===== src/slowVramPkg.sv =====
package slowVramPkg;

	typedef logic [14:0] vramAddrT;    // Slow VRAM word address
	typedef logic [15:0] vramDataT;    // One VRAM word
	typedef logic [2:0]  slotPhaseT;   // Position inside the slot frame

	// Sprite map addressing
	typedef logic [8:0]  sprNbT;
	typedef logic [4:0]  sprTileIdxT;

	// Fix map addressing
	typedef logic [5:0]  fixColT;
	typedef logic [4:0]  fixLineT;

	// Decoded tile numbers
	typedef logic [19:0] tileNbT;
	typedef logic [11:0] fixTileNbT;

	// Two phases per slot, fixed order
	typedef enum logic [1:0]
	{
		slotSprA = 2'd0,
		slotSprB = 2'd1,
		slotCpu  = 2'd2,
		slotFix  = 2'd3
	} slotT;

	typedef enum logic [1:0]
	{
		opSetAddr = 2'd0,
		opSetMod  = 2'd1,
		opWrite   = 2'd2,
		opRead    = 2'd3
	} cpuOpT;

	localparam int SLOT_FRAME  = 8;                      // Cycles per frame
	localparam int VRAM_WORDS  = 32768;
	localparam int CPU_CREDITS = 2;                      // Queue depth = initial credits
	localparam int QUEUE_PTR_W = $clog2(CPU_CREDITS);
	localparam logic [3:0] FIX_MAP_BASE = 4'b1110;       // Fix map lives at $7000

	// Phase markers within the frame
	localparam slotPhaseT PH_SPR_A       = 3'd0;         // Word A address, sprite inputs sampled
	localparam slotPhaseT PH_SPR_A_LATCH = 3'd1;
	localparam slotPhaseT PH_SPR_B       = 3'd2;         // Word B address
	localparam slotPhaseT PH_SPR_B_LATCH = 3'd3;
	localparam slotPhaseT PH_CPU         = 3'd4;         // Pop, write commit
	localparam slotPhaseT PH_CPU_RD      = 3'd5;         // CPU read word on the bus
	localparam slotPhaseT PH_FIX_LATCH   = 3'd7;

endpackage


===== src/slowVramIf.sv =====
`timescale 1ns/10ps

// One client's view of the slow VRAM
interface slowVramIf
	import slowVramPkg::*;
();

	vramAddrT addr;     // Word address
	vramDataT wrData;
	logic     wrEn;     // Only honored in the owner's slot
	vramDataT rdData;   // Registered RAM output, shared

	modport client
	(
		output addr,
		output wrData,
		output wrEn,
		input  rdData
	);

	// Also the RAM side of the internal bus
	modport arbiter
	(
		input  addr,
		input  wrData,
		input  wrEn,
		output rdData
	);

endinterface


===== src/cpuVramPort.sv =====
`timescale 1ns/10ps

module cpuVramPort
	import slowVramPkg::*;
(
	input  logic      CLK_24M,
	input  logic      CYCLE_SLOW,
	input  logic      cpuValid,     // Costs one credit
	input  cpuOpT     cpuOp,
	input  vramDataT  cpuData,
	input  vramAddrT  cpuAddr,      // Address or modulo operand
	output logic      cpuCredit,    // One credit back per pop
	output logic      rdValid,
	output vramDataT  rdData,
	input  slotPhaseT slotPhase,
	slowVramIf.client bus
);

	// Command queue storage
	cpuOpT    qOp   [CPU_CREDITS];
	vramDataT qData [CPU_CREDITS];
	vramAddrT qAddr [CPU_CREDITS];

	logic [QUEUE_PTR_W:0]   head;     // Extra bit tells full from empty
	logic [QUEUE_PTR_W:0]   tail;
	logic [QUEUE_PTR_W-1:0] headIdx;
	logic [QUEUE_PTR_W-1:0] tailIdx;
	logic                   qEmpty;
	logic                   pop;
	cpuOpT                  headOp;

	vramAddrT curAddr;    // Auto-incrementing access address
	vramAddrT modulo;
	logic     rdPending;  // Read issued this frame

	assign headIdx = head[QUEUE_PTR_W-1:0];
	assign tailIdx = tail[QUEUE_PTR_W-1:0];
	assign qEmpty  = (head == tail);
	assign pop     = (slotPhase == PH_CPU) && !qEmpty;   // One command per frame
	assign headOp  = qOp[headIdx];

	// Bus only matters in the CPU slot
	assign bus.addr   = curAddr;
	assign bus.wrData = qData[headIdx];
	assign bus.wrEn   = pop && (headOp == opWrite);

	// Push, credits guarantee a free entry
	always_ff @(posedge CLK_24M)
	begin
		if (cpuValid)
		begin
			qOp[tailIdx]   <= cpuOp;
			qData[tailIdx] <= cpuData;
			qAddr[tailIdx] <= cpuAddr;
		end
	end

	always_ff @(posedge CLK_24M or posedge CYCLE_SLOW)
	begin
		if (CYCLE_SLOW)
		begin
			head      <= '0;
			tail      <= '0;
			curAddr   <= '0;
			modulo    <= '0;
			cpuCredit <= 1'b0;
			rdPending <= 1'b0;
			rdValid   <= 1'b0;
		end
		else
		begin
			if (cpuValid)
				tail <= tail + 1'b1;
			cpuCredit <= pop;                                     // Phase 5 pulse
			rdValid   <= rdPending && (slotPhase == PH_CPU_RD);  // Phase 6 pulse
			if (pop)
			begin
				head <= head + 1'b1;
				case (headOp)
					opSetAddr: curAddr <= qAddr[headIdx];
					opSetMod:  modulo  <= qAddr[headIdx];
					opWrite:   curAddr <= curAddr + modulo;    // Wraps at 15 bits
					opRead:    rdPending <= 1'b1;               // Address stays put
				endcase
			end
			else if (slotPhase == PH_CPU_RD)
				rdPending <= 1'b0;
		end
	end

	// Read word, registered by the RAM at end of phase 4
	always_ff @(posedge CLK_24M)
	begin
		if (rdPending && (slotPhase == PH_CPU_RD))
			rdData <= bus.rdData;
	end

endmodule


===== src/flat_wrapper.sv =====
// flat-port wrapper written by rule: the top's interface ports become plain ports
module cpuVramPort_flat import slowVramPkg::*;
  (CLK_24M, CYCLE_SLOW, cpuValid, cpuOp, cpuData, cpuAddr, cpuCredit, rdValid, rdData, slotPhase, bus_addr, bus_wrData, bus_wrEn, bus_rdData);
  slowVramIf bus_i ();
  input  logic CLK_24M;
  input  logic CYCLE_SLOW;
  input  logic cpuValid;
  input  cpuOpT cpuOp;
  input  vramDataT cpuData;
  input  vramAddrT cpuAddr;
  output logic cpuCredit;
  output logic rdValid;
  output vramDataT rdData;
  input  slotPhaseT slotPhase;
  output wire logic [$bits(bus_i.addr)-1:0] bus_addr;
  output wire logic [$bits(bus_i.wrData)-1:0] bus_wrData;
  output wire logic [$bits(bus_i.wrEn)-1:0] bus_wrEn;
  input wire logic [$bits(bus_i.rdData)-1:0] bus_rdData;
  assign bus_addr = bus_i.addr;
  assign bus_wrData = bus_i.wrData;
  assign bus_wrEn = bus_i.wrEn;
  assign bus_i.rdData = bus_rdData;
  cpuVramPort u_core (.CLK_24M(CLK_24M), .CYCLE_SLOW(CYCLE_SLOW), .cpuValid(cpuValid), .cpuOp(cpuOp), .cpuData(cpuData), .cpuAddr(cpuAddr), .cpuCredit(cpuCredit), .rdValid(rdValid), .rdData(rdData), .slotPhase(slotPhase), .bus(bus_i));
endmodule

===== config.mk =====
export PLATFORM = sky130hd
export DESIGN_NAME = cpuVramPort_flat
export DESIGN_NICKNAME = d
export VERILOG_FILES = /design/src/slowVramPkg.sv /design/src/slowVramIf.sv /design/src/cpuVramPort.sv /design/src/flat_wrapper.sv
export SDC_FILE = /design/constraint.sdc
export NUM_CORES = 1
export LEC_CHECK = 0
export BUFFER_PORTS_ARGS = -buffer_cell sky130_fd_sc_hd__buf_2
export CORE_MARGIN = 1.5
export CORE_UTILIZATION = 54
export DETAILED_ROUTE_END_ITERATION = 10
export GPL_TIMING_DRIVEN = 1
export MAX_ROUTING_LAYER = met4
export PLACE_DENSITY = 0.78
export SETUP_SLACK_MARGIN = 0.02
export SYNTH_ARGS = -nofsm -noshare
export SYNTH_HDL_FRONTEND = slang
export SYNTH_SLANG_ARGS = --single-unit

===== constraint.sdc =====
create_clock -name CLK_24M -period 2.9 [get_ports CLK_24M]
set_input_delay 0 -clock CLK_24M [delete_from_list [all_inputs] [get_ports CLK_24M]]
set_output_delay 0 -clock CLK_24M [all_outputs]
set_load 0.05 [all_outputs]

## Word-level counts from Yosys, hierarchy flattened

Memory sizes are Yosys's and may differ from the RTL's.
Index checks and enable logic that the tools add are counted.

- Add/sub/neg operators: 3
- Equality and inequality tests: 7
- Multiplexer cells: 6
- Reductions and logical operators: 10

Operators by type and width:

| kind | count |
|---|---|
| $pmux W15 S2 | 1 |
| $add A15 B15 Y15 | 1 |
| $eq A3 B3 Y1 const B | 2 |
| $reduce_and A2 Y1 | 3 |
| $mux W1 | 5 |
| $add A2 B1 Y2 const B | 2 |
| $eq A2 B2 Y1 const B | 2 |
| $reduce_bool A2 Y1 | 2 |
| $logic_and A1 B1 Y1 | 3 |
| $eq A2 B1 Y1 const B | 1 |
| $eq A2 B2 Y1 | 1 |
| $logic_not A2 Y1 | 1 |
| $ne A2 B2 Y1 const B | 1 |
| $logic_not A1 Y1 | 1 |

- Register bits: 53
- Memory bits (writable): 66
- Output and inout bits: 50
- Word-level logic and storage cells: 37
- Memories kept: 3

Memories:

| memory | depth | bits a word | read ports | clocked after memory_dff | wr ports | RTL line | text |
|---|---|---|---|---|---|---|---|
| u_core.qData | 2 | 16 | 1 | 0 | 1 | cpuVramPort.sv:21 | `vramDataT qData [CPU_CREDITS];` |
| u_core.qAddr | 2 | 15 | 1 | 0 | 1 | cpuVramPort.sv:22 | `vramAddrT qAddr [CPU_CREDITS];` |
| u_core.qOp | 2 | 2 | 1 | 0 | 1 | cpuVramPort.sv:20 | `cpuOpT qOp [CPU_CREDITS];` |

## Depth between registers and ports, before layout

- Depth after elaboration: 5
- Mapped depth: 10

## Worst setup path after synthesis

Ideal clock, no wire load.

- Path kind: reg2reg
- Start point: reg u_core.curAddr[0] (netlist: u_core.bus.addr[0])
- End point: reg u_core.curAddr[14] (netlist: u_core.bus.addr[14])
- Library setup time: 0.133 ns
- Arrival: 2.275 ns
- Required time: 2.767 ns
- Setup slack: 0.493 ns
- Cell stages (with the launch flop): 11
- Buffers on the path: 0
- Period minus slack after synthesis: 2.407 ns
- Cells stage by stage: dfrtp_1 ha_1 inv_1 fa_1 nor2b_1 o31ai_2 a21oi_2 o21ai_2 xor2_1 nor4b_1 a211oi_1

- Word-level cells in the longest chain between the ends: 2

Ends and longest elaborated chain:

| what | RTL line | text |
|---|---|---|
| from (decl) | cpuVramPort.sv:32 | `vramAddrT curAddr;` |
| from (signal assigned) | cpuVramPort.sv:80 | `opSetAddr: curAddr <= qAddr[headIdx];` |
| from (signal assigned) | cpuVramPort.sv:82 | `opWrite: curAddr <= curAddr + modulo;` |
| $add A15 B15 Y15 | cpuVramPort.sv:82 |  |
| $pmux W15 S2 | cpuVramPort.sv:79 | `case (headOp)` |

Every way passes these cells.
A chain may end at the register's enable or synchronous reset.

## Worst setup path after layout

- Start point: reg u_core.head[0]
- End point: out bus_wrEn

- Word-level cells in the longest chain between the ends: 4
- Elaborated cells between the ends (all ways): 6
- Classes of those cells: eq/ne: 2; reduce/logical: 3; memory: 1

Ends and longest elaborated chain:

| what | RTL line | text |
|---|---|---|
| from (decl) | cpuVramPort.sv:24 | `logic [QUEUE_PTR_W:0] head;` |
| from (signal assigned) | cpuVramPort.sv:78 | `head <= head + 1'b1;` |
| $eq A2 B2 Y1 | cpuVramPort.sv:38 | `assign qEmpty = (head == tail);` |
| $logic_not A1 Y1 | cpuVramPort.sv:39 | `assign pop = (slotPhase == PH_CPU) && !qEmpty;` |
| $logic_and A1 B1 Y1 | cpuVramPort.sv:39 |  |
| via u_core.pop | cpuVramPort.sv:29 | `logic pop;` |
| $logic_and A1 B1 Y1 | cpuVramPort.sv:45 | `assign bus.wrEn = pop && (headOp == opWrite);` |
| to (decl) | flat_wrapper.sv:17 | `output wire logic [$bits(bus_i.wrEn)-1:0] bus_wrEn;` |

The timed path passes the listed nets, and every way through them passes these cells.

==> out/qor.yml <==
status: "finished clean"
fin_worst_skew_ps: 10.3
first_global_vias: 3679
required_ps: 2900
rsz0062_at_grt: "no"
overflow: 0
grt_max_degree: 34
peakVddDrop_mv: 0.762
initial_core_util_pct: 55.4
p_switching_mw: 2.97
h-tree-depth: 4
clk_latency_ps: 510
layout_common_cells: "104 x buf_2, 82 x edfxtp_1, 55 x dlygate4sd3_1"
hold_viol_final: 0
syn_area_sq_mm: 0.00509
slew_headroom_pct: 42.5
dieHeight_um: 100
ys_seq_elements: 119
drcViolationCount: 0
rows: 35
p_comb_share_pct: 39.0
synthTopCellsByArea: "edfxtp_1 48%, dfrtp_1 18%, mux2i_1 3.9%, ha_1 3.4%, o21ai_1 3.0%"
drt-initial-drc-count: 212
num_vias: 3564
fp.dieW_um: 100
nNetsFinal: 604
seq_area_frac_synth_pct: 66.5
dieArea_sq_mm: 0.0100
drive_gt1_share_pct: 31.4
setup.worst_path.start_class: "flop"
antenna_cells: 0
avgSynthCellArea_sq_um: 14.2
viasPerCell: 5.42
place_congestion: 0.925
slew_violations: 0
tritoncts: "done"
setup_ws_ps: 508
ys_types: 52
tightest_slew_ps: 863
grt_pass1_wl_mm: 17.4
reg2reg_slack_ps: 600
internal_power_mw: 4.65
clockBufferDepth: 2
cts_buffers: 17
p_leak_nw: 3.00
track_usage_pct: 24.0
path_class: "flop to output port"
hpwlAfterDp_mm: 6.64
worstPathArrival_ps: 2390
syn_inst: 360
fmaxAchievable_ghz: 0.418
core-area_sq_mm: 0.00920
area_delta_synth_final_pct: 35.9
tns_ps: 0
yosys_warnings: 0
finish.utilization_pct: 75.3
hold-worst-slack_ps: 122
worst-path-max-fanout: 33
mostFrequentLayoutCell: "buf_2"
switching_share_pct: 39.0
maxCapViolCount: 0
synth_top_area_share_pct: 48.3
clock_power_share_pct: 27.9
cp-end-kind: "output port"
p_total_mw: 7.62
p_per_area_mw_per_mm2: 1100
finalCriticalPeriod_ps: 2390
numPortBuffers: 104
wirelength_mm: 11.1
syn-num-nets: 430
report.final.setup_viol: 0
firstDrtPassIters: 4
ios: 105
wl_per_cell_um: 16.9
post-place-ws_ps: 627
antenna_found_initial: 0
synth_area_leader_cell: "edfxtp_1"
min_path_type: "input pin to async pin"
cts-root-buf: "clkbuf_8"
antenna_left: 0
finalCritPeriodShare_pct: 82.5
sequentialPowerShare_pct: 33.1
clk_pin_slew_ps: 60
numClockSinks: 119
nFillCells: 556
-- cell type report --
class,count,area [sq um],area share [%]
clock inverters,15,189,2.73
repair buffers,167,1140,16.5
well taps,111,139,2.01
clock buffers,17,414,5.98
multi-input cells,224,1630,23.5
inverters,5,18.8,0.271
flip-flops and latches,119,3390,49.0
-- through the flow --
step / cell area [sq um] / instances
6_report: 6920 / 658
5_1_grt: 6920 / 658
4_1_cts: 6920 / 658
3_5_place_dp: 5770 / 571
3_3_place_gp: 5770 / 571
2_1_floorplan: 5090 / 360
-- critical path, stage by stage, from the launching register on --
cell	delay, ps
dfrtp_2	510
xor2_1	200
o21ai_1	390
nor2_8	70
nand2_4	300
nor2_1	140
buf_2	250
-- final timing paths --
path / cells past startpoint / from / endpoint
worst max-delay path: 6 / u_core.head[0] / bus_wrEn
worst min-delay path: 3 / CYCLE_SLOW / u_core.bus.addr[10]
worst max register to register: 8 / u_core.bus.addr[7] / u_core.bus.addr[14]
worst min register to register: 2 / u_core.modulo[3] / u_core.modulo[3]
max in group asynchronous: 4 / CYCLE_SLOW / u_core.head[0]
min in group CLK_24M: 2 / bus_rdData[12] / u_core.rdData[12]
-- metal layers --
| metal | part of all wire [%] | GRT usage, % |
|---|---|---|
| met1 | 42 | 27.9 |
| met2 | 51 | 39.0 |
| met3 | 5.0 | 6.62 |
| met4 | 2.2 | 11.3 |
| met5 | 0 | - |
-- registers in the layout, indices dropped and copies added, names as in the netlist, 2 cells and up --
name and flops:
u_core.qOp 4, u_core.tail 2, u_core.rdData 16, u_core.qData 32, u_core.head 2, u_core.bus.addr 15
u_core.qAddr 30, u_core.modulo 15
-- what timing repair did --
action,4_1_cts,5_1_grt
hold endpoints to repair,102,0
resized for setup,0,0
setup buffers,0,0
hold buffers,55,0
-- synthesized netlist by cell type (all sizes together) --
library cell	number
ha	14
or2b	1
mux2	22
fa	1
nor2	14
a31o	1
dfrtp	37
a21o	3
or3	1
o32a	1
o211a	1
clkbuf	5
edfxtp	82
inv	5
nor2b	4
and2	1
mux2i	21
o31ai	1
nand3	5
o211ai	1
or4	1
xor2	10
a21oi	15
nand2	43
a32oi	1
nor3b	3
o32ai	1
or2	1
nor4b	1
xnor2	7
o31a	1
and3	3
o21ai	34
buf	7
nor3	2
a211oi	1
a31oi	4
o2111ai	1
nand2b	3
-- logic make-up (layout without fill, tap and decap cells) --
logic type / Yosys count / in the layout / synth area share, %
compound gates: 66 / 66 / 8.08
xor+xnor: 17 / 17 / 2.92
fa+ha+maj: 15 / 15 / 3.83
buf+inv: 17 / 204 / 1.60
flops: 119 / 119 / 66.5
mux: 43 / 43 / 9.06
simple gates: 83 / 83 / 8.01
-- power groups by stage --
stage	logic [mW]	registers, mW	clock network (mW)
after detailed placement	2.85	2.54	0
after global placement	2.80	2.52	0
after global routing	3.18	2.56	2.22
final	2.97	2.52	2.12
after floorplan	1.91	2.85	0
after CTS	2.94	2.52	2.14
(Power assumes the default switching activity.)
