<file path="config.mk">
export PLATFORM = sky130hd
export DESIGN_NAME = spriteFixFetch_flat
export DESIGN_NICKNAME = d
export VERILOG_FILES = /design/src/slowVramPkg.sv /design/src/slowVramIf.sv /design/src/spriteFixFetch.sv /design/src/flat_wrapper.sv
export SDC_FILE = /design/constraint.sdc
export NUM_CORES = 1
export LEC_CHECK = 0
export BUFFER_PORTS_ARGS = -buffer_cell sky130_fd_sc_hd__buf_2
export CORE_UTILIZATION = 47
export DETAILED_ROUTE_END_ITERATION = 7
export GPL_ROUTABILITY_DRIVEN = 0
export PLACE_DENSITY_LB_ADDON = 0.05
export SYNTH_ARGS = -nofsm -noshare
export SYNTH_HDL_FRONTEND = slang
export SYNTH_SLANG_ARGS = --single-unit
</file>
<file path="constraint.sdc">
create_clock -name CLK_24M -period 2.45 [get_ports CLK_24M]
set_input_delay 0.3675 -clock CLK_24M [delete_from_list [all_inputs] [get_ports CLK_24M]]
set_output_delay 0.3675 -clock CLK_24M [all_outputs]
set_load 0.01 [all_outputs]
</file>
<file path="src/slowVramPkg.sv">
package slowVramPkg;

	typedef logic [14:0] vramAddrT;    // Slow VRAM word address
	typedef logic [15:0] vramDataT;    // One VRAM word
	typedef logic [2:0]  slotPhaseT;   // Position inside the slot frame

	// Sprite map addressing
	typedef logic [8:0]  sprNbT;
	typedef logic [4:0]  sprTileIdxT;

	// Fix map addressing
	typedef logic [5:0]  fixColT;
	typedef logic [4:0]  fixLineT;

	// Decoded tile numbers
	typedef logic [19:0] tileNbT;
	typedef logic [11:0] fixTileNbT;

	// Two phases per slot, fixed order
	typedef enum logic [1:0]
	{
		slotSprA = 2'd0,
		slotSprB = 2'd1,
		slotCpu  = 2'd2,
		slotFix  = 2'd3
	} slotT;

	typedef enum logic [1:0]
	{
		opSetAddr = 2'd0,
		opSetMod  = 2'd1,
		opWrite   = 2'd2,
		opRead    = 2'd3
	} cpuOpT;

	localparam int SLOT_FRAME  = 8;                      // Cycles per frame
	localparam int VRAM_WORDS  = 32768;
	localparam int CPU_CREDITS = 2;                      // Queue depth = initial credits
	localparam int QUEUE_PTR_W = $clog2(CPU_CREDITS);
	localparam logic [3:0] FIX_MAP_BASE = 4'b1110;       // Fix map lives at $7000

	// Phase markers within the frame
	localparam slotPhaseT PH_SPR_A       = 3'd0;         // Word A address, sprite inputs sampled
	localparam slotPhaseT PH_SPR_A_LATCH = 3'd1;
	localparam slotPhaseT PH_SPR_B       = 3'd2;         // Word B address
	localparam slotPhaseT PH_SPR_B_LATCH = 3'd3;
	localparam slotPhaseT PH_CPU         = 3'd4;         // Pop, write commit
	localparam slotPhaseT PH_CPU_RD      = 3'd5;         // CPU read word on the bus
	localparam slotPhaseT PH_FIX_LATCH   = 3'd7;

endpackage

</file>
<file path="src/slowVramIf.sv">
`timescale 1ns/10ps

// One client's view of the slow VRAM
interface slowVramIf
	import slowVramPkg::*;
();

	vramAddrT addr;     // Word address
	vramDataT wrData;
	logic     wrEn;     // Only honored in the owner's slot
	vramDataT rdData;   // Registered RAM output, shared

	modport client
	(
		output addr,
		output wrData,
		output wrEn,
		input  rdData
	);

	// Also the RAM side of the internal bus
	modport arbiter
	(
		input  addr,
		input  wrData,
		input  wrEn,
		output rdData
	);

endinterface

</file>
<file path="src/spriteFixFetch.sv">
`timescale 1ns/10ps

module spriteFixFetch
	import slowVramPkg::*;
(
	input  logic       CLK_24M,
	input  logic       CYCLE_SLOW,
	input  slotPhaseT  slotPhase,
	input  sprNbT      sprNb,         // Sprite being fetched
	input  sprTileIdxT sprTileIdx,
	input  fixColT     fixCol,
	input  fixLineT    fixLine,
	slowVramIf.client  sprBus,
	slowVramIf.client  fixBus,
	output tileNbT     sprTileNb,
	output logic [7:0] sprPal,
	output logic [1:0] sprAutoAnim,
	output logic [1:0] sprFlip,       // Bit 0 H flip, bit 1 V flip
	output logic       sprValid,
	output fixTileNbT  fixTileNb,
	output logic [3:0] fixPal,
	output logic       fixValid
);

	sprNbT      sprNbQ;        // Held for word B
	sprTileIdxT sprTileIdxQ;
	logic       wordSel;       // 0 word A, 1 word B
	vramDataT   wordA;         // Low tile number

	assign wordSel = (slotPhase >= PH_SPR_B);

	// Live inputs in phase 0, sampled copy afterwards
	assign sprBus.addr = (slotPhase == PH_SPR_A) ?
		{sprNb, sprTileIdx, 1'b0} :
		{sprNbQ, sprTileIdxQ, wordSel};
	assign sprBus.wrData = '0;      // Read-only clients
	assign sprBus.wrEn   = 1'b0;

	// 0 111 0CCC CCCL LLLL, read in phase 6
	assign fixBus.addr   = {FIX_MAP_BASE, fixCol, fixLine};
	assign fixBus.wrData = '0;
	assign fixBus.wrEn   = 1'b0;

	// Sample and decode latches
	always_ff @(posedge CLK_24M)
	begin
		if (slotPhase == PH_SPR_A)
		begin
			sprNbQ      <= sprNb;
			sprTileIdxQ <= sprTileIdx;
		end
		if (slotPhase == PH_SPR_A_LATCH)
			wordA <= sprBus.rdData;
		// Word B on the bus, outputs valid in phase 4
		if (slotPhase == PH_SPR_B_LATCH)
		begin
			sprTileNb   <= {sprBus.rdData[7:4], wordA};
			sprPal      <= sprBus.rdData[15:8];
			sprAutoAnim <= sprBus.rdData[3:2];
			sprFlip     <= sprBus.rdData[1:0];
		end
		if (slotPhase == PH_FIX_LATCH)
		begin
			fixTileNb <= fixBus.rdData[11:0];
			fixPal    <= fixBus.rdData[15:12];    // Valid in phase 0
		end
	end

	// Strobes
	always_ff @(posedge CLK_24M or posedge CYCLE_SLOW)
	begin
		if (CYCLE_SLOW)
		begin
			sprValid <= 1'b0;
			fixValid <= 1'b0;
		end
		else
		begin
			sprValid <= (slotPhase == PH_SPR_B_LATCH);
			fixValid <= (slotPhase == PH_FIX_LATCH);
		end
	end

endmodule
</file>
<file path="src/flat_wrapper.sv">
// flat-port wrapper written by rule: the top's interface ports become plain ports
module spriteFixFetch_flat import slowVramPkg::*;
  (CLK_24M, CYCLE_SLOW, slotPhase, sprNb, sprTileIdx, fixCol, fixLine, sprTileNb, sprPal, sprAutoAnim, sprFlip, sprValid, fixTileNb, fixPal, fixValid, sprBus_addr, sprBus_wrData, sprBus_wrEn, sprBus_rdData, fixBus_addr, fixBus_wrData, fixBus_wrEn, fixBus_rdData);
  slowVramIf sprBus_i ();
  slowVramIf fixBus_i ();
  input  logic CLK_24M;
  input  logic CYCLE_SLOW;
  input  slotPhaseT slotPhase;
  input  sprNbT sprNb;
  input  sprTileIdxT sprTileIdx;
  input  fixColT fixCol;
  input  fixLineT fixLine;
  output tileNbT sprTileNb;
  output logic [7:0] sprPal;
  output logic [1:0] sprAutoAnim;
  output logic [1:0] sprFlip;
  output logic sprValid;
  output fixTileNbT fixTileNb;
  output logic [3:0] fixPal;
  output logic fixValid;
  output wire logic [$bits(sprBus_i.addr)-1:0] sprBus_addr;
  output wire logic [$bits(sprBus_i.wrData)-1:0] sprBus_wrData;
  output wire logic [$bits(sprBus_i.wrEn)-1:0] sprBus_wrEn;
  input wire logic [$bits(sprBus_i.rdData)-1:0] sprBus_rdData;
  output wire logic [$bits(fixBus_i.addr)-1:0] fixBus_addr;
  output wire logic [$bits(fixBus_i.wrData)-1:0] fixBus_wrData;
  output wire logic [$bits(fixBus_i.wrEn)-1:0] fixBus_wrEn;
  input wire logic [$bits(fixBus_i.rdData)-1:0] fixBus_rdData;
  assign sprBus_addr = sprBus_i.addr;
  assign sprBus_wrData = sprBus_i.wrData;
  assign sprBus_wrEn = sprBus_i.wrEn;
  assign sprBus_i.rdData = sprBus_rdData;
  assign fixBus_addr = fixBus_i.addr;
  assign fixBus_wrData = fixBus_i.wrData;
  assign fixBus_wrEn = fixBus_i.wrEn;
  assign fixBus_i.rdData = fixBus_rdData;
  spriteFixFetch u_core (.CLK_24M(CLK_24M), .CYCLE_SLOW(CYCLE_SLOW), .slotPhase(slotPhase), .sprNb(sprNb), .sprTileIdx(sprTileIdx), .fixCol(fixCol), .fixLine(fixLine), .sprBus(sprBus_i), .fixBus(fixBus_i), .sprTileNb(sprTileNb), .sprPal(sprPal), .sprAutoAnim(sprAutoAnim), .sprFlip(sprFlip), .sprValid(sprValid), .fixTileNb(fixTileNb), .fixPal(fixPal), .fixValid(fixValid));
endmodule
</file>
Word-level counts from Yosys, hierarchy flattened
Index checks and enable logic that the tools add are counted.
{"block": "classes", "n_addsub": 0, "mul": 0, "div": 0, "magnitude_cmp": 1, "n_eq_ne": 3, "shifts": 0, "muxes": 1, "n_bitwise": 0, "reduce_logical": 1}
{"cell": "$mux 15", "count": 1}
{"cell": "$eq 3x1->1 const B", "count": 1}
{"cell": "$eq 3x2->1 const B", "count": 1}
{"cell": "$eq 3x3->1 const B", "count": 1}
{"cell": "$ge 3x2->1 const B", "count": 1}
{"cell": "$logic_not 3->1", "count": 1}
{"block": "totals", "ff_bits": 80, "latch_bits": 0, "ram_bits": 0, "rom_bits": 0, "in_bits": 62, "out_inout_bits": 114, "elab_cells": 17, "n_memories": 0}

Depth between registers and ports, before layout
Gate-level depths: netlist of the first run.
{"block": "logic_depth", "depth_word": 2, "depth_mapped": 3}

Least setup slack after synthesis of the first run
Ideal clock, no wire load.
{"block": "synth_path", "kind": "input to register", "startpoint": "in slotPhase[0]", "endpoint": "reg u_core.sprAutoAnim[0], enable pin", "t_arrival_ns": 1.786, "t_required_ns": 2.029, "path_slack_ns": 0.242, "cell_stages": 2, "path_buffers": 0, "path_cell_list": "nand2_1 -> nor2_1"}
{"block": "synth_via", "elab_chain_cells": 1}
{"element": "from (decl)", "line": "flat_wrapper.sv:8", "text": "input slotPhaseT slotPhase;"}
{"element": "$eq 3x2->1", "line": "spriteFixFetch.sv:55", "text": "if (slotPhase == PH_SPR_B_LATCH)"}
{"element": "to (signal assigned)", "line": "spriteFixFetch.sv:59", "text": "sprAutoAnim <= sprBus.rdData[3:2];"}
{"element": "to (decl)", "line": "spriteFixFetch.sv:17", "text": "output logic [1:0] sprAutoAnim,"}
No other way between the ends.
A chain may end at the register's enable or synchronous reset.

Worst setup path after layout of the first run
{"block": "layout_path", "startpoint": "in slotPhase[2]", "endpoint": "out sprBus_addr[1]"}
{"block": "layout_via", "elab_chain_cells": 2}
{"element": "$logic_not 3->1", "line": "spriteFixFetch.sv:33", "text": "assign sprBus.addr = (slotPhase == PH_SPR_A) ?"}
{"element": "$mux 15", "line": "spriteFixFetch.sv:33"}
{"element": "to (decl)", "line": "flat_wrapper.sv:21", "text": "output wire logic [$bits(sprBus_i.addr)-1:0] sprBus_addr;"}
No other way between the ends.

==> results of run 1 <==
==> logic make-up (layout without fill, tap and decap cells) <==
group,after synthesis,in the layout,share of synthesized area [%]
buf+inv,52,137,13.0
flops,80,80,78.7
mux,14,14,6.30
other cells,2,38,0.247
simple gates,8,8,1.73
==> registers in the layout, summed over array words and instances (netlist names) <==
signal,count
u_core.wordA,16
u_core.fixValid,1
u_core.sprPal,8
u_core.sprValid,1
u_core.sprTileIdxQ,5
u_core.sprTileNb,20
u_core.sprNbQ,9
u_core.sprAutoAnim,2
u_core.fixPal,4
u_core.fixTileNb,12
u_core.sprFlip,2
==> metrics by stage <==
stage | hold WS (ns) | cells | cell area (µm²) | worst slack [ns]
4_1_cts | 0.175 | 352 | 3750 | 0.623
5_1_grt | 0.168 | 352 | 3750 | 0.572
6_report | 0.192 | 352 | 3750 | 0.630
2_1_floorplan | 0.109 | 192 | 3170 | 0.242
3_5_place_dp | 0.222 | 335 | 3490 | 0.633
3_3_place_gp | 0.216 | 335 | 3490 | 0.641
==> power groups by stage <==
| stage | combinational (W) | sequential (W) | clock (W) |
|---|---|---|---|
| after floorplan | 0.000145 | 0.00162 | 0 |
| after global placement | 0.000196 | 0.00160 | 0 |
| after detailed placement | 0.000199 | 0.00160 | 0 |
| after CTS | 0.000202 | 0.00157 | 0.00121 |
| after global routing | 0.000220 | 0.00158 | 0.00126 |
| final | 0.000200 | 0.00157 | 0.00118 |
==> cells in the final DEF (no fill, tap or decap) <==
cell type / n
sky130_fd_sc_hd__buf_2: 115
sky130_fd_sc_hd__edfxtp_1: 78
sky130_fd_sc_hd__conb_1: 38
sky130_fd_sc_hd__mux2_4: 9
sky130_fd_sc_hd__clkbuf_8: 9
sky130_fd_sc_hd__mux2_2: 5
sky130_fd_sc_hd__bufinv_16: 3
sky130_fd_sc_hd__and3_2: 2
sky130_fd_sc_hd__nor2_1: 2
sky130_fd_sc_hd__inv_1: 2
sky130_fd_sc_hd__inv_6: 2
sky130_fd_sc_hd__buf_4: 2
sky130_fd_sc_hd__dfrtp_1: 2
sky130_fd_sc_hd__or2_2: 1
sky130_fd_sc_hd__nor3_4: 1
sky130_fd_sc_hd__nand2_1: 1
sky130_fd_sc_hd__nor2_2: 1
sky130_fd_sc_hd__inv_8: 1
sky130_fd_sc_hd__clkinvlp_4: 1
sky130_fd_sc_hd__dlygate4sd3_1: 1
sky130_fd_sc_hd__buf_12: 1
==> layer usage <==
metal,track usage (%),vias to the layer above,part of all wire [%]
met4,8.60,0,2.2
met5,0,-,0
met2,20.9,91,47
li1,-,715,-
met1,17.8,702,40
met3,5.60,14,11
==> area by class of cell <==
type | count | area share, %
clock buffer | 9 | 3.30
clock inverter | 7 | 3.37
inverter | 2 | 0.200
multi-input combinational | 60 | 10.4
sequential | 80 | 63.7
tap | 75 | 2.50
timing repair buffer | 119 | 16.5
==> worst max path at each step <==
stage / to / cells past startpoint / slack [ns] / start
after floorplan: u_core.sprAutoAnim[0] / 2 / 0.24 / slotPhase[0]
after detailed placement: sprBus_addr[2] / 5 / 0.63 / slotPhase[2]
after global routing: sprBus_addr[1] / 5 / 0.57 / slotPhase[2]
final: sprBus_addr[1] / 5 / 0.63 / slotPhase[2]
after CTS: sprBus_addr[2] / 5 / 0.62 / slotPhase[2]
after global placement: sprBus_addr[2] / 5 / 0.64 / slotPhase[2]
==> results.md, run 1 <==
- The run finished with clean final reports.
- The worst setup path is of the primary input to primary output kind.
- After detailed routing, the average wire length per cell comes to 13.7 µm.
- The element type at the critical path end is a primary output.
- The clock period could shrink to between 1.5 and 2 ns.
- In this design, the stage delay of the slowest critical-path cell is 0.35 ns.
- The sequential share of the synthesized area is 78.7%.
- The critical path startpoint category is a primary input.
- After synthesis the cells add up to 0.00304 mm².
- Sorting the synthesized cells by how often they occur yields sky130_fd_sc_hd__edfxtp_1 (78), sky130_fd_sc_hd__buf_4 (49), sky130_fd_sc_hd__mux2_4 (9), sky130_fd_sc_hd__mux2_2 (5), sky130_fd_sc_hd__nor2_1 (3).
- The combined buffer and inverter count along the critical path is 3.
- In the routed design, unresolved DRC markers number 0.
- The initial utilization of the core area, before any placement, comes to 50.1%.
- The worst hold path startpoint is fixBus_rdData[11].
- The top cell family by delay on the critical path is buffers and inverters.
- Buffers inserted to repair hold after CTS numbered 1.
- Counting flops with an async set or reset pin after synthesis yields a share of approximately 2.5%.
- The clock network fraction of total power is 39.9%.
- The pin count of the biggest net entering global routing is 33.
- The via count of the first global-routing pass is 1,324.
- The number of warnings printed during yosys synthesis is 0.
- The final total power is roughly 0.0030 W.
- The gate count after technology mapping is about 160.
- The total overflow left after global routing is 0.
- Setup violations remaining at the end of the flow were counted as 0.
- The area growth from synthesis to layout is 23.5%.
- The layout net count is 334.
- The leakage power of the design is 1.58 nW.
- The initial antenna violation count is 0.
- Clock skew on the completed layout was measured at around 0.00093 ns.
- The most frequent cell after synthesis is sky130_fd_sc_hd__edfxtp_1.
- Once detailed placement completed, the half-perimeter wirelength came to 3.32 mm.
- The die height is 82.4 µm.
- The worst reg2reg path startpoint is u_core.wordA[6].
- The area of the core is 0.00606 mm².
- The number of vias per cell is 4.32.
- In the finished design, the share of the clock period the worst path needs comes to 74.3%.
- The CTS buffer count is 9.
- The hold violation total from the final report was 0.
- The worst-path maximum fanout is 28.
- Summed over all nets, the switching power comes to 0.000617 W.
- The die covers slightly below 0.007 mm².
- The total power per unit cell area is 787 mW/mm².
- Counting stages on the worst path, the most repeated cell is sky130_fd_sc_hd__buf_2.
- The count of buffers inserted at the top-level ports is around 120.
- The portion of synthesized cell area occupied by the leading cell type is 77.1%.
- On the critical path, the stage with the largest delay is an instance of sky130_fd_sc_hd__mux2_2.
- The synthesized design contains 80 register bits.
- The depth of the worst register-to-register path is 0.
- The first global-routing pass estimated about 6.7 mm of wire.
- The number of different library cells in the post-synthesis netlist is 13.
- The buffers inserted during post-CTS setup optimization is 0.
- The number of enable-type register cells in the synthesized netlist is 78.
- The pre-antenna-repair detailed-routing pass consisted of 4 iterations.
- Across all register-to-register paths, the minimum setup slack is 1.81 ns.
- The number of pins with negative max-slew slack in the final report was 0.
- Sequential cells burn approximately 53% of the power.
- The tree is rooted in a sky130_fd_sc_hd__clkbuf_8.
- Of the cells placed in the final design, the portion with a size suffix greater than 1 is 55.2%.
- Data on the critical path is required at its endpoint by 2.08 ns.
- The horizontal die dimension is 82.4 µm.
- Of all cell types, the one taking the most synthesized area is sky130_fd_sc_hd__edfxtp_1.
- The top-level port count is 176.
- The mean cell area of the mapped netlist is 19.5 µm².
- The clock tree from TritonCTS is built.
- In the post-synthesis netlist, the biggest area contributors are sky130_fd_sc_hd__edfxtp_1 (77%), sky130_fd_sc_hd__buf_4 (12%), sky130_fd_sc_hd__mux2_4 (4.4%).
- The min-delay analysis places its worst path in the category primary input to flop.
- The endpoint of the lowest-slack register-to-register path is u_core.sprTileNb[6].
- VDD sags by at most between 300 and 400 µV.
- The capture endpoint of the worst hold path is u_core.fixTileNb[11].
- The maximum clock path buffer count is 2.
- Setup repair after global routing left no endpoint under its margin.
- Counting the fill cells in the layout gives 455.
- The maximum clock frequency is 550 MHz.
- The most common flop cell mapped by yosys is sky130_fd_sc_hd__edfxtp_1.
- Gates resized during post-CTS repair numbered 0.
- Cells fill approximately three fifths of the core in the end.
- Data on the critical path arrives at its endpoint at 1.45 ns.
- The critical path goes through buf_2 -> nor3_4 -> buf_12 -> mux2_2 -> buf_2.
- The final setup TNS is 0 ns.
- Cell internal power was estimated by the tool at about 0.0023 W.
- Once detail routing completed, the nets flagged for antenna violations numbered 0.
- In the global route stage, overall resource usage came out at 14.3%.
- In the final layout, the multi-input gates occupy 389 µm².
- The first routing iteration left 87 violations.
- The combinational fraction of design power is 6.8%.
- The switching part of the total is 20.9%.
- The clock input transition at the sequential cells of the worst setup and hold paths is 0.09 ns.
- Summed over all layers, the routed wires come to around 4.8 mm.
- The count of max-cap constraint violations is 0.
- The clock reaches the later pin of the worst-skew pair after 0.34 ns.
- The hold-critical path depth is 1.
- In the final layout, flip-flops and latches occupy 0.00239 mm².
- The total number of H-tree levels is 3.
- The number of clock sinks is 80.
- The number of inserted diodes is 0.
- The floorplan has 28 rows.
- The number of vias in the routed layout is 1,522.
Note: power is estimated with default switching activity, not from simulation.
==> run 2: changes to the inputs <==
--- a/config.mk
+++ b/config.mk
@@ -6,7 +6,7 @@
 export NUM_CORES = 1
 export LEC_CHECK = 0
 export BUFFER_PORTS_ARGS = -buffer_cell sky130_fd_sc_hd__buf_2
-export CORE_UTILIZATION = 47
+export CORE_UTILIZATION = 43
 export DETAILED_ROUTE_END_ITERATION = 7
 export GPL_ROUTABILITY_DRIVEN = 0
 export PLACE_DENSITY_LB_ADDON = 0.05
==> constraint.sdc (replaced) <==
create_clock -name CLK_24M -period 1.7 [get_ports CLK_24M]
set_input_delay 0.255 -clock CLK_24M [delete_from_list [all_inputs] [get_ports CLK_24M]]
set_output_delay 0.255 -clock CLK_24M [all_outputs]
set_load 0.01 [all_outputs]
==> results.md, run 2 (same netlist as run 1, synthesis figures left out) <==
- Status: completed (unchanged).
- The total power per unit cell area came to 1110 mW/mm² (was 787 mW/mm²).
- The leakage power of the design came to 1.59 nW (was 1.58 nW).
- The final critical path takes up between 90 and 100% of the cycle.
- The detailed-route wire length per cell is 13.1 µm (was 13.7 µm).
- The post-cts gate resize count is 0 (unchanged).
- The number of optimization iterations in the first detailed-route pass came to 4 (unchanged).
- The CTS buffer count came to 9 (unchanged).
- The cell type of the slowest stage on the worst timing path is sky130_fd_sc_hd__mux2_2 (unchanged).
- The top-level port count is 176 (unchanged).
- The total number of H-tree levels came to 3 (unchanged).
- The initial core utilization is 44.7% (was 50.1%).
- The synthesis-to-finish area growth is 25.2% (was 23.5%).
- The cell repeated most along the worst path is sky130_fd_sc_hd__buf_2 (unchanged).
- The wire length of the first global-routing pass is 7.12 mm (was 6.71 mm).
- The area of the core was 0.00679 mm² (was 0.00606 mm²).
- The number of pins with negative max-slew slack in the final report was 0 (unchanged).
- The hold slack is 0.0874 ns (was 0.192 ns).
- The number of DRC violations after detailed-routing iteration 0 is 78 (was 87).
- The combined buffer and inverter count along the critical path is 3 (unchanged).
- The required time at the endpoint of the critical path is 1.44 ns (was 2.08 ns).
- The routed design could run at a clock period as short as 1.57 ns.
- The peak supply drop is 490 µV (was 395 µV).
- Based on the critical path, the design can be clocked at up to ~640 MHz.
- Cell chain of the critical path: buf_2 -> nor3_4 -> buf_12 -> mux2_2 -> buf_2 (unchanged).
- The overall routed net length is 4.91 mm (was 4.83 mm).
- The cell at the root of the clock tree is sky130_fd_sc_hd__clkbuf_8 (unchanged).
- The count of buffers inserted at the top-level ports is 115 (unchanged).
- The number of vias per cell is 4.10 (was 4.32).
- The buffers inserted during post-CTS setup optimization is 0 (unchanged).
- The worst-skew pair later-pin latency is 0.34 ns (about the same).
- The kind of critical path is primary input to primary output (unchanged).
- The number of setup violations in the final report was 0 (unchanged).
- The sum of overflow across all layers after global routing is 0 (unchanged).
- The placed standard-cell area is 0.00355 mm² (was 0.00349 mm²).
- The arrival time reported for the critical path endpoint is 1.31 ns (was 1.45 ns).
- The number of placement rows is 30 (was 28).
- The hold buffer count at cts is 1 (unchanged).
- The detailed placer's ending HPWL is 3.55 mm (was 3.32 mm).
- The commonest non-fill, non-tap cell in the layout is sky130_fd_sc_hd__buf_2 (unchanged).
- The number of routed nets with antenna violations is 0 (unchanged).
- The count of max-cap constraint violations is 0 (unchanged).
- The die area is 0.00741 mm² (was 0.00679 mm²).
- Setup repair after global routing missed its margin: false (unchanged).
- The pin count of the biggest net entering global routing is 33 (unchanged).
- The final setup TNS is 0 ns (unchanged).
- The number of inserted diodes is 0 (unchanged).
- The register name with the most flops was u_core.sprTileNb (unchanged).
- The layout net count came to 335 (was 334).
- Leading cell types in the layout, fill and taps excluded: sky130_fd_sc_hd__buf_2 (115), sky130_fd_sc_hd__edfxtp_1 (78), sky130_fd_sc_hd__conb_1 (38) (unchanged).
- The hold violation total from the final report came to 0 (unchanged).
- The critical path startpoint category is a primary input (unchanged).
- The cell area after layout is 0.00381 mm² (was 0.00375 mm²).
- The overall routing resource usage is 13.7% (was 14.3%).
- The clock tree from TritonCTS is built (unchanged).
- The horizontal die dimension came to 86.1 µm (was 82.4 µm).
- The worst-path maximum fanout was 28 (unchanged).
- Registers with the most flip-flops: u_core.sprTileNb (20), u_core.wordA (16), u_core.fixTileNb (12) (unchanged).
- The number of clock sinks is 80 (unchanged).
- The top cell family by delay on the critical path is buffers and inverters (unchanged).
- The post-route clock skew is 0.00851 ns (was 0.000929 ns).
- The ratio of cells with drive above 1 in the final layout came to 55.0% (was 55.2%).
- The die height is 86.1 µm (was 82.4 µm).
- The type of the worst min-delay path was primary input to flop (unchanged).
- The number of standard cells in the final layout excluding fillers is 374 (was 352).
- The biggest cell delay along the critical path is 0.35 ns (about the same).
- The element type at the critical path end is a primary output (unchanged).
- The via count of the first global-routing pass is 1,404 (was 1,324).
- The initial antenna violation count is 0 (unchanged).
- The maximum clock path buffer count is 2 (unchanged).
- The number of flip-flops in the largest register is 20 (unchanged).
- The detailed-route DRC error count is 0 (unchanged).
- The clock input transition at the sequential cells of the worst setup and hold paths is 0.08 ns (was 0.09 ns).
- The post-placement cell count came to 357 (was 335).
- The number of vias in the routed layout is 1,533 (was 1,522).
[run 2: per-layer routing]
layer	up-vias	routed length, µm	GRT usage, %
met5	-	0	0
met4	0	201	11.1
met3	17	338	4.33
met2	87	2610	22.1
met1	717	1760	15.0
li1	712	-	-
[run 2: through the flow]
stage / total power (W) / util, % / setup slack (ns)
after global placement: 0.00260 / 52.3 / 0.116
after global routing: 0.00440 / 56.0 / 0.0719
final: 0.00423 / 56.0 / 0.131
after detailed placement: 0.00261 / 52.3 / 0.115
after CTS: 0.00428 / 56.0 / 0.113
after floorplan: 0.00254 / - / 0.0151
[run 2: path summary, 6_finish.rpt]
path / slack [ns] / from / cells past startpoint / end
setup reg to reg: 1.07 / u_core.wordA[1] / 0 / u_core.sprTileNb[1]
max in group asynchronous: 1.29 / CYCLE_SLOW / 3 / u_core.sprValid
hold / removal: 0.09 / fixBus_rdData[13] / 1 / u_core.fixPal[1]
min in group asynchronous: 0.30 / CYCLE_SLOW / 3 / u_core.fixValid
hold reg to reg: 0.42 / u_core.wordA[12] / 0 / u_core.sprTileNb[12]
setup / recovery: 0.13 / slotPhase[1] / 5 / sprBus_addr[6]
[run 2: cell type report]
| class | instances | area (µm²) |
|---|---|---|
| Sequential cell | 80 | 2390 |
| Fill cell | 563 | 2990 |
| Clock inverter | 6 | 116 |
| Clock buffer | 10 | 128 |
| Timing Repair Buffer | 120 | 653 |
| Multi-Input combinational cell | 60 | 389 |
| Tap cell | 96 | 120 |
| Inverter | 2 | 7.51 |
[run 2: where the power goes]
part | internal, W | total (W) | leakage, nW | switching, W
Sequential | 0.00225 | 0.00227 | 0.743 | 0.0000168
Clock | 0.000987 | 0.00166 | 0.121 | 0.000677
Combinational | 0.000127 | 0.000295 | 0.730 | 0.000168
Total | 0.00336 | 0.00423 | 1.59 | 0.000862
==> run 3: changes to the inputs <==
--- a/config.mk
+++ b/config.mk
@@ -6,7 +6,7 @@
 export NUM_CORES = 1
 export LEC_CHECK = 0
 export BUFFER_PORTS_ARGS = -buffer_cell sky130_fd_sc_hd__buf_2
-export CORE_UTILIZATION = 43
+export CORE_UTILIZATION = 30
 export DETAILED_ROUTE_END_ITERATION = 7
 export GPL_ROUTABILITY_DRIVEN = 0
 export PLACE_DENSITY_LB_ADDON = 0.05
==> results.md, run 3 (same netlist as run 1, synthesis figures left out) <==
- Status: completed (unchanged).
- The worst-skew pair later-pin latency came to 0.34 ns (about the same).
- The sum of overflow across all layers after global routing is 0 (unchanged).
- The register name with the most flops is u_core.sprTileNb (unchanged).
- The detailed-route DRC error count is 0 (unchanged).
- The number of flip-flops in the largest register is 20 (unchanged).
- The initial core utilization is 31.1% (was 44.7%).
- The kind of critical path was primary input to primary output (unchanged).
- The overall routed net length is 4.88 mm (was 4.91 mm).
- The number of optimization iterations in the first detailed-route pass was 3 (was 4).
- The type of the worst min-delay path was primary input to flop (unchanged).
- The buffers inserted during post-CTS setup optimization is 0 (unchanged).
- The number of clock sinks was 80 (unchanged).
- The count of buffers inserted at the top-level ports is 115 (unchanged).
- The number of pins with negative max-slew slack in the final report is 0 (unchanged).
- The worst reg2reg path startpoint is u_core.wordA[8] (was u_core.wordA[1]).
- The capture point of the critical path is sprBus_addr[5] (was sprBus_addr[6]).
- The number of DRC violations after detailed-routing iteration 0 is 14 (was 78).
- The initial antenna violation count is 0 (unchanged).
- The final critical-path share of the clock period is 91.7% (was 92.3%).
- The number of setup violations in the final report is 0 (unchanged).
- The minimum setup slack among reg-to-reg paths is 1.08 ns (was 1.07 ns).
- The origin of the worst setup path is slotPhase[1] (unchanged).
- The synthesis-to-finish area growth is 25.4% (was 25.2%).
- The post-cts gate resize count came to 0 (unchanged).
- The via count of the first global-routing pass is 1,341 (was 1,404).
- The cell at the root of the clock tree is sky130_fd_sc_hd__clkbuf_8 (unchanged).
- The final total power is 0.00393 W (was 0.00423 W).
- The post-placement cell count is 394 (was 357).
- The number of placement rows is 36 (was 30).
- The maximum clock path buffer count was 2 (unchanged).
- The hold buffer count at cts is 1 (unchanged).
- The peak supply drop is 426 µV (was 490 µV).
- The area of the core came to 0.00977 mm² (was 0.00679 mm²).
- The detailed placer's ending HPWL is 3.47 mm (was 3.55 mm).
- Registers with the most flip-flops: u_core.sprTileNb (20), u_core.wordA (16), u_core.fixTileNb (12) (unchanged).
- The element type at the critical path end is a primary output (unchanged).
- The clock input transition at the sequential cells of the worst setup and hold paths is 0.09 ns (was 0.08 ns).
- The total power per unit cell area is 1030 mW/mm² (was 1110 mW/mm²).
- The maximum clock frequency is 641 MHz (was 637 MHz).
- The cell type of the slowest stage on the worst timing path is sky130_fd_sc_hd__mux2_2 (unchanged).
- The critical path startpoint category is a primary input (unchanged).
- The wire length of the first global-routing pass is 6.95 mm (was 7.12 mm).
- The die height is 103 µm (was 86.1 µm).
- The number of fillers in the final layout was 946 (was 563).
- The total number of H-tree levels came to 3 (unchanged).
- The hold violation total from the final report is 0 (unchanged).
- Cell chain of the critical path: buf_2 -> nor3_4 -> buf_12 -> mux2_2 -> buf_2 (unchanged).
- Leading cell types in the layout, fill and taps excluded: sky130_fd_sc_hd__buf_2 (115), sky130_fd_sc_hd__edfxtp_1 (78), sky130_fd_sc_hd__conb_1 (38) (unchanged).
- The final setup TNS is 0 ns (unchanged).
- The CTS buffer count is 9 (unchanged).
- The clock tree from TritonCTS is built (unchanged).
- The count of max-cap constraint violations is 0 (unchanged).
- The hold slack was 0.0836 ns (was 0.0874 ns).
- The leakage power of the design came to 1.56 nW (was 1.59 nW).
- The post-route clock skew was 0.00598 ns (was 0.00851 ns).
- The die area is 0.0105 mm² (was 0.00741 mm²).
- The horizontal die dimension is 103 µm (was 86.1 µm).
- The commonest non-fill, non-tap cell in the layout is sky130_fd_sc_hd__buf_2 (unchanged).
- The number of vias per cell came to 3.69 (was 4.10).
- The top-level port count was 176 (unchanged).
- The pin count of the biggest net entering global routing was 33 (unchanged).
- The layout net count is 335 (unchanged).
- The number of vias in the routed layout is 1,518 (was 1,533).
- The arrival time reported for the critical path endpoint was 1.30 ns (was 1.31 ns).
- The cell repeated most along the worst path is sky130_fd_sc_hd__buf_2 (unchanged).
- The ratio of cells with drive above 1 in the final layout is 55.0% (unchanged).
- The detailed-route wire length per cell is 11.9 µm (was 13.1 µm).
- The endpoint of the lowest-slack register-to-register path is u_core.sprTileNb[8] (was u_core.sprTileNb[1]).
- The number of routed nets with antenna violations came to 0 (unchanged).
- The least setup slack across all paths after layout came to 0.141 ns (was 0.131 ns).
- The number of inserted diodes came to 0 (unchanged).
- Setup repair after global routing missed its margin: false (unchanged).
- The biggest cell delay along the critical path is 0.35 ns (about the same).
- The overall routing resource usage is 9.30% (was 13.7%).
- The worst-path maximum fanout was 28 (unchanged).
- The number of standard cells in the final layout excluding fillers is 411 (was 374).
- The post-placement worst setup slack is 0.120 ns (was 0.115 ns).
- The required time at the endpoint of the critical path came to 1.44 ns (about the same).
- The depth of the worst register-to-register path is 0 (unchanged).
- The clock period minus final worst setup slack was 1.56 ns (was 1.57 ns).
[run 3: cell count changes in the layout (fill, tap and decap cells not counted), sizes merged]
| cell | change |
|---|---|
| clkbuf | -1 |
| clkinvlp | +2 |
| bufinv | -2 |
| inv | +1 |
[run 3: how the worst min path moves through the flow]
stage                                 start                to  cells past startpoint
after floorplan                  CYCLE_SLOW   u_core.fixValid                      1
final                     fixBus_rdData[12]  u_core.fixPal[0]                      1
after global routing      fixBus_rdData[15]  u_core.fixPal[3]                      1
after global placement           CYCLE_SLOW   u_core.fixValid                      2
after detailed placement         CYCLE_SLOW   u_core.fixValid                      2
after CTS                 fixBus_rdData[15]  u_core.fixPal[3]                      1
[run 3: final cells by class]
type	instances	area, µm²	area share (%)
sequential	80	2390	62.8
timing repair buffer	120	653	17.1
multi-input combinational	60	397	10.4
tap	133	166	4.37
clock buffer	9	124	3.25
clock inverter	7	70.1	1.84
inverter	2	7.51	0.197
[run 3: power by group]
group / internal, W / switching, W / total [W] / leakage, nW
sequential: 0.00225 / 0.0000160 / 0.00227 / 0.743
combinational: 0.000128 / 0.000169 / 0.000297 / 0.730
clock: 0.000679 / 0.000692 / 0.00137 / 0.0913
[run 3: metrics by stage]
| step | area (µm²) | utilization (%) |
|---|---|---|
| after global placement | 3610 | 36.9 |
| final | 3810 | 39.0 |
| after floorplan | 3180 | - |
| after CTS | 3810 | 39.0 |
| after global routing | 3810 | 39.0 |
| after detailed placement | 3610 | 36.9 |
[run 3: layer usage]
metal / vias to the layer above / global-route usage, % / wire (µm)
met5: - / 0 / 0
met4: 0 / 4.84 / 66
met3: 11 / 4.27 / 486
met2: 100 / 13.9 / 2250
met1: 697 / 11.2 / 2080
li1: 710 / - / -
[run 3: critical path: cells and delay by family]
kind,cells,cell delay (ns)
mux,1,0.35
buf+inv,3,0.49
simple gates,1,0.20
